[config.mk]
export PLATFORM = sky130hd
export DESIGN_NAME = mbist_cfg_top
export DESIGN_NICKNAME = d
export VERILOG_FILES = /design/src/mbist_cfg_pkg.sv /design/src/ser_access_if.sv /design/src/mbist_cfg_top.sv /design/src/mbist_ser_shifter.sv /design/src/mbist_shift_cnt.sv /design/src/mbist_ser_fsm.sv /design/src/mbist_cfg_regs.sv
export SDC_FILE = /design/constraint.sdc
export NUM_CORES = 1
export LEC_CHECK = 0
export ABC_AREA = 1
export BUFFER_PORTS_ARGS = -buffer_cell sky130_fd_sc_hd__buf_2
export CORE_AREA = 2 2 171 173
export DETAILED_ROUTE_END_ITERATION = 8
export DIE_AREA = 0 0 173 175
export GPL_ROUTABILITY_DRIVEN = 0
export GPL_TIMING_DRIVEN = 0
export PLACE_DENSITY = 0.78
export SLEW_MARGIN = 15
export SYNTH_ARGS = -nofsm -noshare
export SYNTH_HDL_FRONTEND = slang
export SYNTH_SLANG_ARGS = --single-unit
[constraint.sdc]
create_clock -name mclk -period 3.3 [get_ports mclk]
set_input_delay 0.165 -clock mclk [delete_from_list [all_inputs] [get_ports mclk]]
set_output_delay 0.165 -clock mclk [all_outputs]
set_load 0.005 [all_outputs]
[src/mbist_cfg_pkg.sv]
// MBIST config package with bus widths, register map, reset values and serial types
package mbist_cfg_pkg;

    // ----------------------------------------------------------
    // Register bus geometry
    // ----------------------------------------------------------
    localparam int DATA_W    = 32;
    localparam int BE_W      = 4;
    localparam int ADDR_W    = 8;
    // Word index comes from address bits 5 to 2
    localparam int REG_IDX_W = 4;

    // ----------------------------------------------------------
    // BIST channel side
    // ----------------------------------------------------------
    localparam int NUM_CH    = 8;
    localparam int ERR_CNT_W = 4;
    // One serial access moves a full word
    localparam int SHIFT_LEN = 32;
    localparam int CNT_W     = 5;

    // ----------------------------------------------------------
    // Register map
    // ----------------------------------------------------------
    localparam logic [REG_IDX_W-1:0] REG_SCRATCH0  = 4'd0;
    localparam logic [REG_IDX_W-1:0] REG_SCRATCH1  = 4'd1;
    localparam logic [REG_IDX_W-1:0] REG_SER_SEL   = 4'd2;
    localparam logic [REG_IDX_W-1:0] REG_BIST_CTRL = 4'd3;
    localparam logic [REG_IDX_W-1:0] REG_STATUS_LO = 4'd4;
    localparam logic [REG_IDX_W-1:0] REG_STATUS_HI = 4'd5;
    // Serial ports
    localparam logic [REG_IDX_W-1:0] REG_SER_WR    = 4'd6;
    localparam logic [REG_IDX_W-1:0] REG_SER_RD    = 4'd7;
    localparam logic [REG_IDX_W-1:0] REG_SER_LAST  = 4'd8;
    // Identification words
    localparam logic [REG_IDX_W-1:0] REG_CHIP_ID   = 4'd9;
    localparam logic [REG_IDX_W-1:0] REG_REL_DATE  = 4'd10;
    localparam logic [REG_IDX_W-1:0] REG_REVISION  = 4'd11;

    // ----------------------------------------------------------
    // Reset values
    // ----------------------------------------------------------
    localparam logic [DATA_W-1:0] RST_SCRATCH0 = 32'h4433_2211;
    localparam logic [DATA_W-1:0] RST_SCRATCH1 = 32'hDDCC_BBAA;
    // ASCII style chip tag
    localparam logic [DATA_W-1:0] RST_CHIP_ID  = 32'h4C66_8354;
    // Day month year
    localparam logic [DATA_W-1:0] RST_REL_DATE = 32'h0312_2021;
    localparam logic [DATA_W-1:0] RST_REVISION = 32'h0001_1000;

    // ----------------------------------------------------------
    // Types
    // ----------------------------------------------------------
    typedef logic [DATA_W-1:0] reg_word_t;
    typedef logic [NUM_CH-1:0] ch_vec_t;

    // Serial engine states
    typedef enum logic [1:0] {
        IDLE  = 2'd0,
        SHIFT = 2'd1,
        DONE  = 2'd2
    } ser_state_t;

endpackage
[src/ser_access_if.sv]
// Serial access link between the register block and the serial engine
`timescale 1ns/100ps

interface ser_access_if;
    import mbist_cfg_pkg::*;

    // One-cycle start strobes from the register block
    logic      start_wr;
    logic      start_rd;
    // Word to shift out and word shifted in
    reg_word_t wdata;
    reg_word_t rdata;
    // One-cycle end of access strobe
    logic      done;

    modport host (
        output start_wr, start_rd, wdata,
        input  rdata, done
    );

    modport fsm (
        input  start_wr, start_rd,
        output done
    );

    modport shifter (
        input  wdata,
        output rdata
    );

endinterface

[src/mbist_cfg_top.sv]
// MBIST config and status block top with register bus and eight channel ports
`timescale 1ns/100ps

module mbist_cfg_top (
    input  logic                                   mclk,
    input  logic                                   reset_n,
    // Register bus
    input  logic                                   reg_cs,
    input  logic                                   reg_wr,
    input  logic [mbist_cfg_pkg::ADDR_W-1:0]       reg_addr,
    input  mbist_cfg_pkg::reg_word_t               reg_wdata,
    input  logic [mbist_cfg_pkg::BE_W-1:0]         reg_be,
    output mbist_cfg_pkg::reg_word_t               reg_rdata,
    output logic                                   reg_ack,
    // To the channels
    output mbist_cfg_pkg::ch_vec_t                 bist_en,
    output mbist_cfg_pkg::ch_vec_t                 bist_run,
    output mbist_cfg_pkg::ch_vec_t                 bist_load,
    output mbist_cfg_pkg::ch_vec_t                 bist_sdi,
    output mbist_cfg_pkg::ch_vec_t                 bist_shift,
    // From the channels
    input  mbist_cfg_pkg::ch_vec_t                 bist_sdo,
    input  mbist_cfg_pkg::ch_vec_t                 bist_done,
    input  mbist_cfg_pkg::ch_vec_t                 bist_error,
    input  mbist_cfg_pkg::ch_vec_t                 bist_correct,
    // Channel 0 in the low nibble
    input  logic [mbist_cfg_pkg::NUM_CH*mbist_cfg_pkg::ERR_CNT_W-1:0] bist_error_cnt
);

    logic [3:0] ser_sel;
    logic       load;
    logic       load_wr;
    logic       shift_en;
    logic       cnt_clr;
    logic       cnt_en;
    logic       last_bit;

    ser_access_if u_ser_if ();

    // ----------------------------------------------------------
    // Register block
    // ----------------------------------------------------------
    mbist_cfg_regs u_regs (
        .mclk           (mclk),
        .reset_n        (reset_n),
        .reg_cs         (reg_cs),
        .reg_wr         (reg_wr),
        .reg_addr       (reg_addr),
        .reg_wdata      (reg_wdata),
        .reg_be         (reg_be),
        .reg_rdata      (reg_rdata),
        .reg_ack        (reg_ack),
        .bist_done      (bist_done),
        .bist_error     (bist_error),
        .bist_correct   (bist_correct),
        .bist_error_cnt (bist_error_cnt),
        .bist_en        (bist_en),
        .bist_run       (bist_run),
        .bist_load      (bist_load),
        .ser_sel        (ser_sel),
        .ser            (u_ser_if)
    );

    // ----------------------------------------------------------
    // Serial engine
    // ----------------------------------------------------------
    mbist_ser_fsm u_ser_fsm (
        .mclk     (mclk),
        .reset_n  (reset_n),
        .last_bit (last_bit),
        .ser      (u_ser_if),
        .load     (load),
        .load_wr  (load_wr),
        .shift_en (shift_en),
        .cnt_clr  (cnt_clr),
        .cnt_en   (cnt_en)
    );

    mbist_shift_cnt u_shift_cnt (
        .mclk     (mclk),
        .reset_n  (reset_n),
        .cnt_clr  (cnt_clr),
        .cnt_en   (cnt_en),
        .last_bit (last_bit)
    );

    mbist_ser_shifter u_ser_shifter (
        .mclk       (mclk),
        .reset_n    (reset_n),
        .load       (load),
        .load_wr    (load_wr),
        .shift_en   (shift_en),
        .ser_sel    (ser_sel),
        .bist_sdo   (bist_sdo),
        .ser        (u_ser_if),
        .bist_sdi   (bist_sdi),
        .bist_shift (bist_shift)
    );

endmodule

[src/mbist_ser_shifter.sv]
// Serial shift word with routing of sdi, shift and sdo to the selected channel
`timescale 1ns/100ps

module mbist_ser_shifter (
    input  logic                   mclk,
    input  logic                   reset_n,
    input  logic                   load,
    input  logic                   load_wr,
    input  logic                   shift_en,
    input  logic [3:0]             ser_sel,
    input  mbist_cfg_pkg::ch_vec_t bist_sdo,
    ser_access_if.shifter          ser,
    output mbist_cfg_pkg::ch_vec_t bist_sdi,
    output mbist_cfg_pkg::ch_vec_t bist_shift
);
    import mbist_cfg_pkg::*;

    reg_word_t shift_q;
    ch_vec_t   ch_hit;
    logic      sdo_sel;

    // ----------------------------------------------------------
    // Channel routing
    // ----------------------------------------------------------
    // Select of 8 or more hits no channel
    always_comb begin
        sdo_sel = 1'b0;
        for (int ch = 0; ch < NUM_CH; ch++) begin
            ch_hit[ch]     = (ser_sel == 4'(ch));
            bist_shift[ch] = shift_en & ch_hit[ch];
            bist_sdi[ch]   = shift_en & ch_hit[ch] & shift_q[0];
            sdo_sel        = sdo_sel | (ch_hit[ch] & bist_sdo[ch]);
        end
    end

    // ----------------------------------------------------------
    // Shift word
    // ----------------------------------------------------------
    // LSB goes out first, chain data enters at the top
    always_ff @(posedge mclk or negedge reset_n) begin
        if (!reset_n) begin
            shift_q <= '0;
        end else if (load) begin
            shift_q <= load_wr ? ser.wdata : '0;
        end else if (shift_en) begin
            shift_q <= {sdo_sel, shift_q[DATA_W-1:1]};
        end
    end

    assign ser.rdata = shift_q;

    // Only one chain may ever be clocked
    assert property (@(posedge mclk) disable iff (!reset_n) $onehot0(bist_shift));

endmodule

[src/mbist_shift_cnt.sv]
// Shift bit counter that flags the last of the serial shift cycles
`timescale 1ns/100ps

module mbist_shift_cnt (
    input  logic mclk,
    input  logic reset_n,
    input  logic cnt_clr,
    input  logic cnt_en,
    output logic last_bit
);
    import mbist_cfg_pkg::*;

    logic [CNT_W-1:0] cnt_q;

    // Clear wins over count
    always_ff @(posedge mclk or negedge reset_n) begin
        if (!reset_n) begin
            cnt_q <= '0;
        end else if (cnt_clr) begin
            cnt_q <= '0;
        end else if (cnt_en) begin
            cnt_q <= cnt_q + 1'b1;
        end
    end

    // Terminal count
    assign last_bit = (cnt_q == CNT_W'(SHIFT_LEN - 1));

    // Sequencer must stop counting once the terminal value is reached
    assert property (@(posedge mclk) disable iff (!reset_n)
        (cnt_en && last_bit) |=> !cnt_en);

endmodule

[src/mbist_ser_fsm.sv]
// Serial access sequencer for load, 32 shift cycles and done strobe
`timescale 1ns/100ps

module mbist_ser_fsm (
    input  logic     mclk,
    input  logic     reset_n,
    input  logic     last_bit,
    ser_access_if.fsm ser,
    output logic     load,
    output logic     load_wr,
    output logic     shift_en,
    output logic     cnt_clr,
    output logic     cnt_en
);
    import mbist_cfg_pkg::*;

    ser_state_t state_q;
    ser_state_t state_d;

    always_ff @(posedge mclk or negedge reset_n) begin
        if (!reset_n) begin
            state_q <= IDLE;
        end else begin
            state_q <= state_d;
        end
    end

    // ----------------------------------------------------------
    // Next state and outputs
    // ----------------------------------------------------------
    always_comb begin
        state_d  = state_q;
        load     = 1'b0;
        load_wr  = 1'b0;
        shift_en = 1'b0;
        cnt_clr  = 1'b0;
        cnt_en   = 1'b0;
        case (state_q)
            IDLE: begin
                if (ser.start_wr || ser.start_rd) begin
                    // Write loads bus data, read loads zero
                    load    = 1'b1;
                    load_wr = ser.start_wr;
                    cnt_clr = 1'b1;
                    state_d = SHIFT;
                end
            end
            SHIFT: begin
                shift_en = 1'b1;
                cnt_en   = 1'b1;
                if (last_bit) begin
                    state_d = DONE;
                end
            end
            DONE:    state_d = IDLE;
            default: state_d = IDLE;
        endcase
    end

    // Done strobe for exactly one cycle
    assign ser.done = (state_q == DONE);

    // Register block decodes one index per access
    assert property (@(posedge mclk) disable iff (!reset_n) !(ser.start_wr && ser.start_rd));
    // Bus handshake keeps new starts away from a running access
    assert property (@(posedge mclk) disable iff (!reset_n)
        (ser.start_wr || ser.start_rd) |-> (state_q == IDLE));

endmodule

[src/mbist_cfg_regs.sv]
// MBIST config registers with bus decode, ack timing, status packing and read mux
`timescale 1ns/100ps

module mbist_cfg_regs (
    input  logic                                   mclk,
    input  logic                                   reset_n,
    // Register bus
    input  logic                                   reg_cs,
    input  logic                                   reg_wr,
    input  logic [mbist_cfg_pkg::ADDR_W-1:0]       reg_addr,
    input  mbist_cfg_pkg::reg_word_t               reg_wdata,
    input  logic [mbist_cfg_pkg::BE_W-1:0]         reg_be,
    output mbist_cfg_pkg::reg_word_t               reg_rdata,
    output logic                                   reg_ack,
    // Channel status
    input  mbist_cfg_pkg::ch_vec_t                 bist_done,
    input  mbist_cfg_pkg::ch_vec_t                 bist_error,
    input  mbist_cfg_pkg::ch_vec_t                 bist_correct,
    input  logic [mbist_cfg_pkg::NUM_CH*mbist_cfg_pkg::ERR_CNT_W-1:0] bist_error_cnt,
    // Channel control
    output mbist_cfg_pkg::ch_vec_t                 bist_en,
    output mbist_cfg_pkg::ch_vec_t                 bist_run,
    output mbist_cfg_pkg::ch_vec_t                 bist_load,
    output logic [3:0]                             ser_sel,
    ser_access_if.host                             ser
);
    import mbist_cfg_pkg::*;

    logic [REG_IDX_W-1:0] sw_idx;
    logic                 cs_d;
    logic                 cs_first;
    logic                 wr_hit;
    logic                 ser_acc;
    logic                 dir_hit;
    reg_word_t            scratch0_q;
    reg_word_t            scratch1_q;
    reg_word_t            ctrl_q;
    reg_word_t            chip_id_q;
    reg_word_t            rel_date_q;
    reg_word_t            revision_q;
    reg_word_t            ser_last_q;
    logic [3:0]           sel_q;
    logic [2*DATA_W-1:0]  status_all;
    reg_word_t            rd_mux;

    // Byte lane merge under byte enables
    function automatic reg_word_t be_merge(input reg_word_t old_val,
                                           input reg_word_t new_val,
                                           input logic [BE_W-1:0] be);
        reg_word_t res;
        res = old_val;
        for (int b = 0; b < BE_W; b++) begin
            if (be[b]) begin
                res[8*b +: 8] = new_val[8*b +: 8];
            end
        end
        return res;
    endfunction

    // ----------------------------------------------------------
    // Bus decode
    // ----------------------------------------------------------
    assign sw_idx   = reg_addr[5:2];
    // First cycle of a request only
    assign cs_first = reg_cs & ~cs_d;
    assign wr_hit   = cs_first & reg_wr;
    assign ser_acc  = (reg_wr & (sw_idx == REG_SER_WR)) | (~reg_wr & (sw_idx == REG_SER_RD));
    assign dir_hit  = cs_first & ~ser_acc;

    // Serial kick off
    assign ser.start_wr = cs_first & reg_wr & (sw_idx == REG_SER_WR);
    assign ser.start_rd = cs_first & ~reg_wr & (sw_idx == REG_SER_RD);
    assign ser.wdata    = reg_wdata;

    always_ff @(posedge mclk or negedge reset_n) begin
        if (!reset_n) begin
            cs_d <= 1'b0;
        end else begin
            cs_d <= reg_cs;
        end
    end

    // ----------------------------------------------------------
    // Writable registers
    // ----------------------------------------------------------
    always_ff @(posedge mclk or negedge reset_n) begin
        if (!reset_n) begin
            scratch0_q <= RST_SCRATCH0;
            scratch1_q <= RST_SCRATCH1;
            sel_q      <= '0;
            ctrl_q     <= '0;
            chip_id_q  <= RST_CHIP_ID;
            rel_date_q <= RST_REL_DATE;
            revision_q <= RST_REVISION;
        end else if (wr_hit) begin
            case (sw_idx)
                REG_SCRATCH0:  scratch0_q <= be_merge(scratch0_q, reg_wdata, reg_be);
                REG_SCRATCH1:  scratch1_q <= be_merge(scratch1_q, reg_wdata, reg_be);
                // Only the low nibble of lane 0 is kept
                REG_SER_SEL:   if (reg_be[0]) sel_q <= reg_wdata[3:0];
                REG_BIST_CTRL: ctrl_q     <= be_merge(ctrl_q, reg_wdata, reg_be);
                REG_CHIP_ID:   chip_id_q  <= be_merge(chip_id_q, reg_wdata, reg_be);
                REG_REL_DATE:  rel_date_q <= be_merge(rel_date_q, reg_wdata, reg_be);
                REG_REVISION:  revision_q <= be_merge(revision_q, reg_wdata, reg_be);
                default:       ;
            endcase
        end
    end

    assign ser_sel = sel_q;

    // ----------------------------------------------------------
    // Control split and status packing
    // ----------------------------------------------------------
    always_comb begin
        for (int ch = 0; ch < NUM_CH; ch++) begin
            // Nibble per channel with en run load in bits 0 to 2
            bist_en[ch]   = ctrl_q[4*ch];
            bist_run[ch]  = ctrl_q[4*ch+1];
            bist_load[ch] = ctrl_q[4*ch+2];
            // Status byte built from bit 0 upward
            status_all[8*ch +: 8] = {bist_error_cnt[ERR_CNT_W*ch +: ERR_CNT_W], 1'b0,
                                     bist_correct[ch], bist_error[ch], bist_done[ch]};
        end
    end

    // Read mux
    always_comb begin
        case (sw_idx)
            REG_SCRATCH0:  rd_mux = scratch0_q;
            REG_SCRATCH1:  rd_mux = scratch1_q;
            REG_SER_SEL:   rd_mux = {{(DATA_W-4){1'b0}}, sel_q};
            REG_BIST_CTRL: rd_mux = ctrl_q;
            REG_STATUS_LO: rd_mux = status_all[DATA_W-1:0];
            REG_STATUS_HI: rd_mux = status_all[2*DATA_W-1:DATA_W];
            REG_SER_LAST:  rd_mux = ser_last_q;
            REG_CHIP_ID:   rd_mux = chip_id_q;
            REG_REL_DATE:  rd_mux = rel_date_q;
            REG_REVISION:  rd_mux = revision_q;
            default:       rd_mux = '0;
        endcase
    end

    // ----------------------------------------------------------
    // Ack and read data
    // ----------------------------------------------------------
    // Direct access acks at once, serial access waits for done
    always_ff @(posedge mclk or negedge reset_n) begin
        if (!reset_n) begin
            reg_ack    <= 1'b0;
            ser_last_q <= '0;
        end else begin
            reg_ack <= dir_hit | ser.done;
            if (ser.done) begin
                ser_last_q <= ser.rdata;
            end
        end
    end

    always_ff @(posedge mclk) begin
        if (ser.done) begin
            reg_rdata <= ser.rdata;
        end else if (dir_hit) begin
            reg_rdata <= rd_mux;
        end
    end

    // Host must drop reg_cs after ack so ack never stretches
    assert property (@(posedge mclk) disable iff (!reset_n) reg_ack |=> !reg_ack);

endmodule

==> impl_metrics.py, run 1 <==
metrics = {
    "power_and_ir_drop": {
        "p_per_area_mw_per_mm2": 567,
        "power.total_mw": 9.56,
        "ir_drop_v": 0.000402,
        "power.net_switching_mw": 2.67,
        "swShare": 0.279,
        "clockPowerShare": 0.379,
        "leakagePower_nw": 8.35,
        "p_comb_frac": 0.146,
        "p_int_mw": 6.89,
        "p_seq_frac": 0.475,
    },
    "synthesis": {
        "netlist_area_mm2": 0.0140,
        "postSynthAreaPerCell_um2": 8.18,
        "yosys-top-cells-area": "dfrtp_1, nand2_1, dfstp_2",
        "synth_seq_cells": 301,
        "yosysSeqAreaShare": 0.556,
        "synth_area_leader_cell": "dfrtp_1",
        "syn_nets": 1820,
        "synth_top_area_frac": 0.389,
        "yosys_warnings": 0,
        "syn_inst": 1706,
        "synth_cell_types": 26,
    },
    "outcome": {
        "outcome": "finished clean",
    },
    "sta": {
        "fin_setup_tns_ps": 0,
        "hold_viol": 0,
        "maxSlewViolCount": 0,
        "finalWorstSetupSlack_ps": 410,
        "fin_skew_ps": 11.8,
        "rsz0062_at_grt": "false",
        "fin_crit_ps": 2890,
        "whs_ps": 16.3,
        "slew_headroom": 0.360,
        "tightestPinTransition_ps": 960,
        "setup_viol": 0,
        "clock.fmax_ghz": 0.346,
        "fin_crit_sh": 0.876,
    },
    "clocking": {
        "clkTransAtPathRegs_ps": 70,
        "tritoncts": "built",
        "cts_root_buf": "clkbuf_16",
        "cts.sinks": 301,
        "cts_buffer_depth": 3,
        "htreeDepth": 1,
        "cts_resized": 0,
        "clock_latency_ps": 570,
        "cts_buffers": 30,
    },
    "route": {
        "vias": 13300,
        "drc": 0,
        "dr.pass1.iters": 6,
        "dr.first_iter.drc_count": 1731,
        "via_per_inst": 5.60,
        "postRouteAntennaNets": 0,
        "detail_route.wl_per_cell_um": 19.0,
        "finalWirelength_um": 45000,
    },
    "placement": {
        "port_buffers": 180,
        "hpwl_um": 30100,
        "placed_area_mm2": 0.0154,
        "dp.cells": 2273,
        "post-place-ws_ps": 506,
    },
    "worst_setup_path": {
        "cp.required_ps": 3600,
        "cp-start-kind": "flop",
        "slowest_delay_ps": 720,
        "cp.arrival_ps": 3190,
        "crit_slowest_cell": "clkbuf_1",
        "reg2reg_from": "u_ser_fsm.state_q[1]",
        "crit_path_max_fanout": 21,
        "r2r_slack_ps": 410,
        "worstRegToRegCells": 7,
        "end_kind": "flop",
        "worstSetupPathType": "flop to flop",
        "cp-startpoint": "u_ser_fsm.state_q[1]",
        "crit_chain": "inv_1 -> nor2_1 -> inv_1 -> clkbuf_1 -> clkbuf_1 -> nand2_2 -> buf_12",
    },
    "final_layout": {
        "final_util": 0.594,
        "fin_area_mm2": 0.0169,
        "stdcell_count": 2368,
        "drive_gt1_frac": 0.190,
        "fin_nets": 2073,
        "area_growth_syn_to_layout_pct": 20.7,
    },
    "global_routing": {
        "grt-ovfl-total": 0,
        "antenna_found_initial": 0,
        "grt_pass1_wl_um": 69700,
        "grt_pass1_vias": 12600,
        "grt_max_degree": 110,
        "grt.total_usage": 0.295,
    },
    "floorplan": {
        "dieArea_mm2": 0.0303,
        "die_y_um": 175,
        "row_count": 62,
        "coreArea_mm2": 0.0284,
        "io_pins": 185,
        "die_x_um": 173,
        "start_util": 0.492,
    },
    "hold_path": {
        "hp-start": "reg_wdata[20]",
        "hold-path-cell-count": 3,
        "hp-class": "input pin to flop",
    },
    "run": {
        "cap_violations": 0,
    },
}
power groups by stage:
| stage | combinational (mW) | sequential [mW] | clock [mW] |
|---|---|---|---|
| after global placement | 1.26 | 4.57 | 0 |
| after global routing | 1.54 | 4.59 | 3.78 |
| after floorplan | 0.819 | 4.51 | 0 |
| final | 1.39 | 4.54 | 3.62 |
| after detailed placement | 1.33 | 4.58 | 0 |
| after CTS | 1.37 | 4.53 | 3.63 |
critical path: cells and delay by family (launching register included):
| family | cells | cell delay [ps] |
|---|---|---|
| buf+inv | 5 | 1700 |
| simple gates | 2 | 520 |
| flops | 1 | 390 |
synth_stat cells:
library cell and instances:
clkbuf_1 19, a21oi_1 29, nand3b_1 1, buf_2 28, dfstp_2 52, dfrtp_1 217
buf_6 24, nand2_1 755, xor2_1 1, nor2_2 9, buf_4 24, inv_2 3
buf_1 4, nand3_1 137, o21ai_0 198, nor2_4 5, nand4_1 3, nor3_1 9
edfxtp_1 32, o211ai_1 12, inv_1 62, nor2_1 64, clkinv_1 1, o21ai_1 14
ha_1 2, nor3b_1 1
cell families after synthesis:
| group | share of synthesized area |
|---|---|
| XOR/XNOR | 0.000627 |
| buffers and inverters | 0.0662 |
| flip-flops | 0.556 |
| AND/OR/NAND/NOR | 0.283 |
| AO/OA/AOI/OAI | 0.0928 |
| adder cells (fa/ha/maj) | 0.00179 |
metal layers:
metal,wire (um),up-vias,part of all wire,track usage
li1,-,5989,-,-
met1,17600,6292,0.39,0.397
met2,20500,849,0.45,0.465
met3,4930,134,0.11,0.0574
met4,2030,0,0.045,0.132
met5,0,-,0,0
path summary, 6_finish.rpt:
kind	endpoint
min in group asynchronous	u_regs.reg_ack
worst min register to register	u_regs.scratch1_q[22]
worst max register to register	u_regs.reg_rdata[18]
max in group asynchronous	u_regs.scratch0_q[4]
worst max-delay path	u_regs.reg_rdata[18]
worst min-delay path	u_regs.rel_date_q[20]
area by class of cell:
type / instances / area (um^2)
buffer: 99 / 677
inverter: 66 / 248
antenna: 1 / 2.50
multi-input combinational: 1240 / 5280
clock inverter: 7 / 110
fill: 2547 / 11500
sequential: 301 / 7760
tap: 384 / 480
clock buffer: 49 / 933
timing repair buffer: 221 / 1370
cell usage in the layout, fill, tap and decap left out, types with 29 or more instances in the layout:
master	count
nand3_1	137
dfrtp_1	217
o21ai_0	198
clkbuf_16	31
buf_2	207
edfxtp_1	32
dlygate4sd3_1	38
inv_1	62
dfstp_2	52
nor2_1	64
a21oi_1	29
nand2_1	754
flip-flops by register name (all words and copies together) (netlist names), 2 cells and up:
name and cells:
u_regs.chip_id_q 32, u_regs.ctrl_q 32, u_regs.reg_rdata 32, u_regs.rel_date_q 32
u_regs.revision_q 32, u_regs.scratch0_q 32, u_regs.scratch1_q 32, u_regs.ser_last_q 32
u_ser_shifter.ser.rdata 32, u_shift_cnt.cnt_q 5, u_regs.ser_sel 4, u_ser_fsm.state_q 2
timing repair:
item                      CTS  global route
hold endpoints to repair  175             0
setup buffers               0             0
hold buffers               38             0
Note: power is estimated with default switching activity, not from simulation.
==> run 2, diff against run 1 <==
Settings changed: ABC_AREA 1 to unset, CORE_AREA 2 2 171 173 to 2 2 172 174, DIE_AREA 0 0 173 175 to 0 0 174 176.
==> impl_metrics.py, run 2 <==
metrics = {
    "outcome": {
        "outcome": "finished with violations",
        "violations": "negative setup slack",
    },
    "sta": {
        "fin_crit_sh": 1.02,
        "hold_viol": 0,
        "fin_skew_ps": 26.1,
        "fin_crit_ps": 3350,
        "clock.fmax_ghz": 0.298,
        "tightestPinTransition_ps": 1270,
        "setup_viol": 1,
        "finalWorstSetupSlack_ps": -50.1,
        "maxSlewViolCount": 0,
        "rsz0062_at_grt": "false",
        "slew_headroom": 0.149,
    },
    "hold_path": {
        "hp-class": "input pin to flop",
    },
    "synthesis": {
        "synth_common_cells": "dfrtp_1, nand2_1, mux2_1",
        "async_flop_share": 0.894,
        "syn_nets": 1271,
        "yosysSeqAreaShare": 0.546,
        "synth_edf_count": 32,
        "synth_top_area_frac": 0.382,
        "yosysMostFrequentCell": "dfrtp_1",
        "yosys_warnings": 0,
        "ys.flop_type": "dfrtp_1",
        "yosys-top-cells-area": "dfrtp_1, mux2_1, dfstp_2",
        "synth_area_leader_cell": "dfrtp_1",
        "postSynthAreaPerCell_um2": 12.3,
        "syn_inst": 1157,
        "synth_seq_cells": 301,
        "netlist_area_mm2": 0.0142,
        "synth_cell_types": 63,
    },
    "clocking": {
        "clkTransAtPathRegs_ps": 60,
        "cts_buffers": 31,
        "tritoncts": "built",
        "cts_buffer_depth": 3,
        "clock_latency_ps": 580,
        "cts.sinks": 301,
        "cts_root_buf": "clkbuf_16",
        "htreeDepth": 1,
    },
    "placement": {
        "placed_area_mm2": 0.0157,
        "port_buffers": 180,
        "hpwl_um": 32000,
    },
    "power_and_ir_drop": {
        "ir_drop_v": 0.000425,
        "leakagePower_nw": 8.00,
        "p_per_area_mw_per_mm2": 547,
    },
    "global_routing": {
        "antenna_found_initial": 1,
        "grt_pass1_vias": 11800,
        "grt.total_usage": 0.318,
        "grt_max_degree": 103,
        "grt-ovfl-total": 0,
        "grt_pass1_wl_um": 71900,
    },
    "final_layout": {
        "layout_common_cells": "dfrtp_1, buf_2, nand2_1",
        "final_common_cell": "dfrtp_1",
        "fin_area_mm2": 0.0170,
        "area_growth_syn_to_layout_pct": 19.8,
        "final_util": 0.596,
        "fin_nets": 1521,
        "drive_gt1_frac": 0.330,
    },
    "route": {
        "postRouteAntennaNets": 0,
        "dr.pass1.iters": 6,
        "finalWirelength_um": 48700,
        "dr.first_iter.drc_count": 1634,
        "drc": 0,
        "via_per_inst": 6.35,
        "vias": 11500,
        "detail_route.wl_per_cell_um": 26.8,
    },
    "floorplan": {
        "dieArea_mm2": 0.0306,
        "start_util": 0.498,
        "io_pins": 185,
        "row_count": 62,
        "die_y_um": 176,
        "coreArea_mm2": 0.0285,
        "die_x_um": 174,
    },
    "worst_setup_path": {
        "cp.arrival_ps": 3690,
        "end_kind": "flop",
        "cp.required_ps": 3640,
        "worstSetupPathType": "flop to flop",
        "cp-start-kind": "flop",
        "crit_path_max_fanout": 10,
    },
    "run": {
        "cap_violations": 0,
    },
}
run 2: changes by cell type in the layout (fill, tap and decap cells not counted), sizes merged, moves of 11 or more:
| cell | change |
|---|---|
| a21oi | -20 |
| a222oi | +14 |
| a22o | +29 |
| a22oi | +85 |
| buf | -21 |
| inv | -61 |
| mux2 | +213 |
| nand2 | -567 |
| nand3 | -131 |
| nor2 | -19 |
| nor2b | +12 |
| o211ai | -12 |
| o21ai | -192 |
| o22ai | +11 |
run 2: area by class of cell:
cell class,instances,area [um^2]
tap,384,480
antenna,1,2.50
sequential,301,7760
buffer,86,472
multi-input combinational,767,5990
clock inverter,11,83.8
timing repair buffer,217,1330
inverter,3,11.3
clock buffer,47,906
fill,2337,11500
run 2: stage by stage:
stage	hold slack [ps]	TNS, ps	instances	worst slack, ps	total power [mW]
finish	37.3	-50.1	1817	-50.1	9.31
global route	48.7	0	1817	62.9	9.62
CTS	34.5	0	1816	33.2	9.26
detailed placement	266	0	1724	96.4	5.85
global placement	285	-658880	1721	-2730	5.77
floorplan	-131	0	1157	964	5.26
run 2: critical path, stage by stage, from the launching register on:
cell      delay (ps)
dfrtp_1          440
nor2b_1          510
clkbuf_1         730
buf_1            900
a21oi_1          180
a41oi_1          360
run 2: logic make-up (layout without fill, tap and decap cells):
| kind of cell | count (synthesis) | after routing | synth area share |
|---|---|---|---|
| xor gates and xnor gates | 2 | 2 | 0.00123 |
| other | 0 | 1 | 0 |
| muxes | 227 | 227 | 0.186 |
| AOI/OAI and AO/OA | 224 | 224 | 0.121 |
| DFF | 301 | 301 | 0.546 |
| and+or+nand+nor | 312 | 312 | 0.110 |
| buffers and inverters | 89 | 364 | 0.0339 |
| adders and majority gates | 2 | 2 | 0.00176 |
run 2: final timing paths:
path / depth (start not counted) / slack (ps) / startpoint / endpoint
min in group asynchronous: 2 / 230 / reset_n / u_shift_cnt.cnt_q[3]
worst max register to register: 5 / -50 / u_ser_fsm.state_q[1] / u_regs.reg_rdata[26]
worst min register to register: 2 / 480 / u_regs.ser_last_q[29] / u_regs.ser_last_q[29]
worst max-delay path: 5 / -50 / u_ser_fsm.state_q[1] / u_regs.reg_rdata[26]
max in group asynchronous: 3 / 2110 / reset_n / u_regs.chip_id_q[2]
worst min-delay path: 3 / 40 / bist_correct[2] / u_regs.reg_rdata[18]
run 2: per-layer routing:
metal	vias up	global-route usage	wire (um)
li1	4760	-	-
met1	5684	0.412	18000
met2	868	0.473	21000
met3	226	0.106	6720
met4	0	0.178	3010
met5	-	0	0
run 2: power by group:
part	total [mW]	switching (mW)	internal [mW]
combinational	1.29	0.744	0.543
sequential	4.59	0.347	4.24
clock	3.44	1.47	1.96
run 2: repair_timing:
action / in CTS / in global routing
hold buffers: 34 / 0
setup endpoints to repair: 0 / 22
buffers inserted: 0 / 0
endpoints found under the hold margin: 305 / 0
resized for setup: 0 / 1
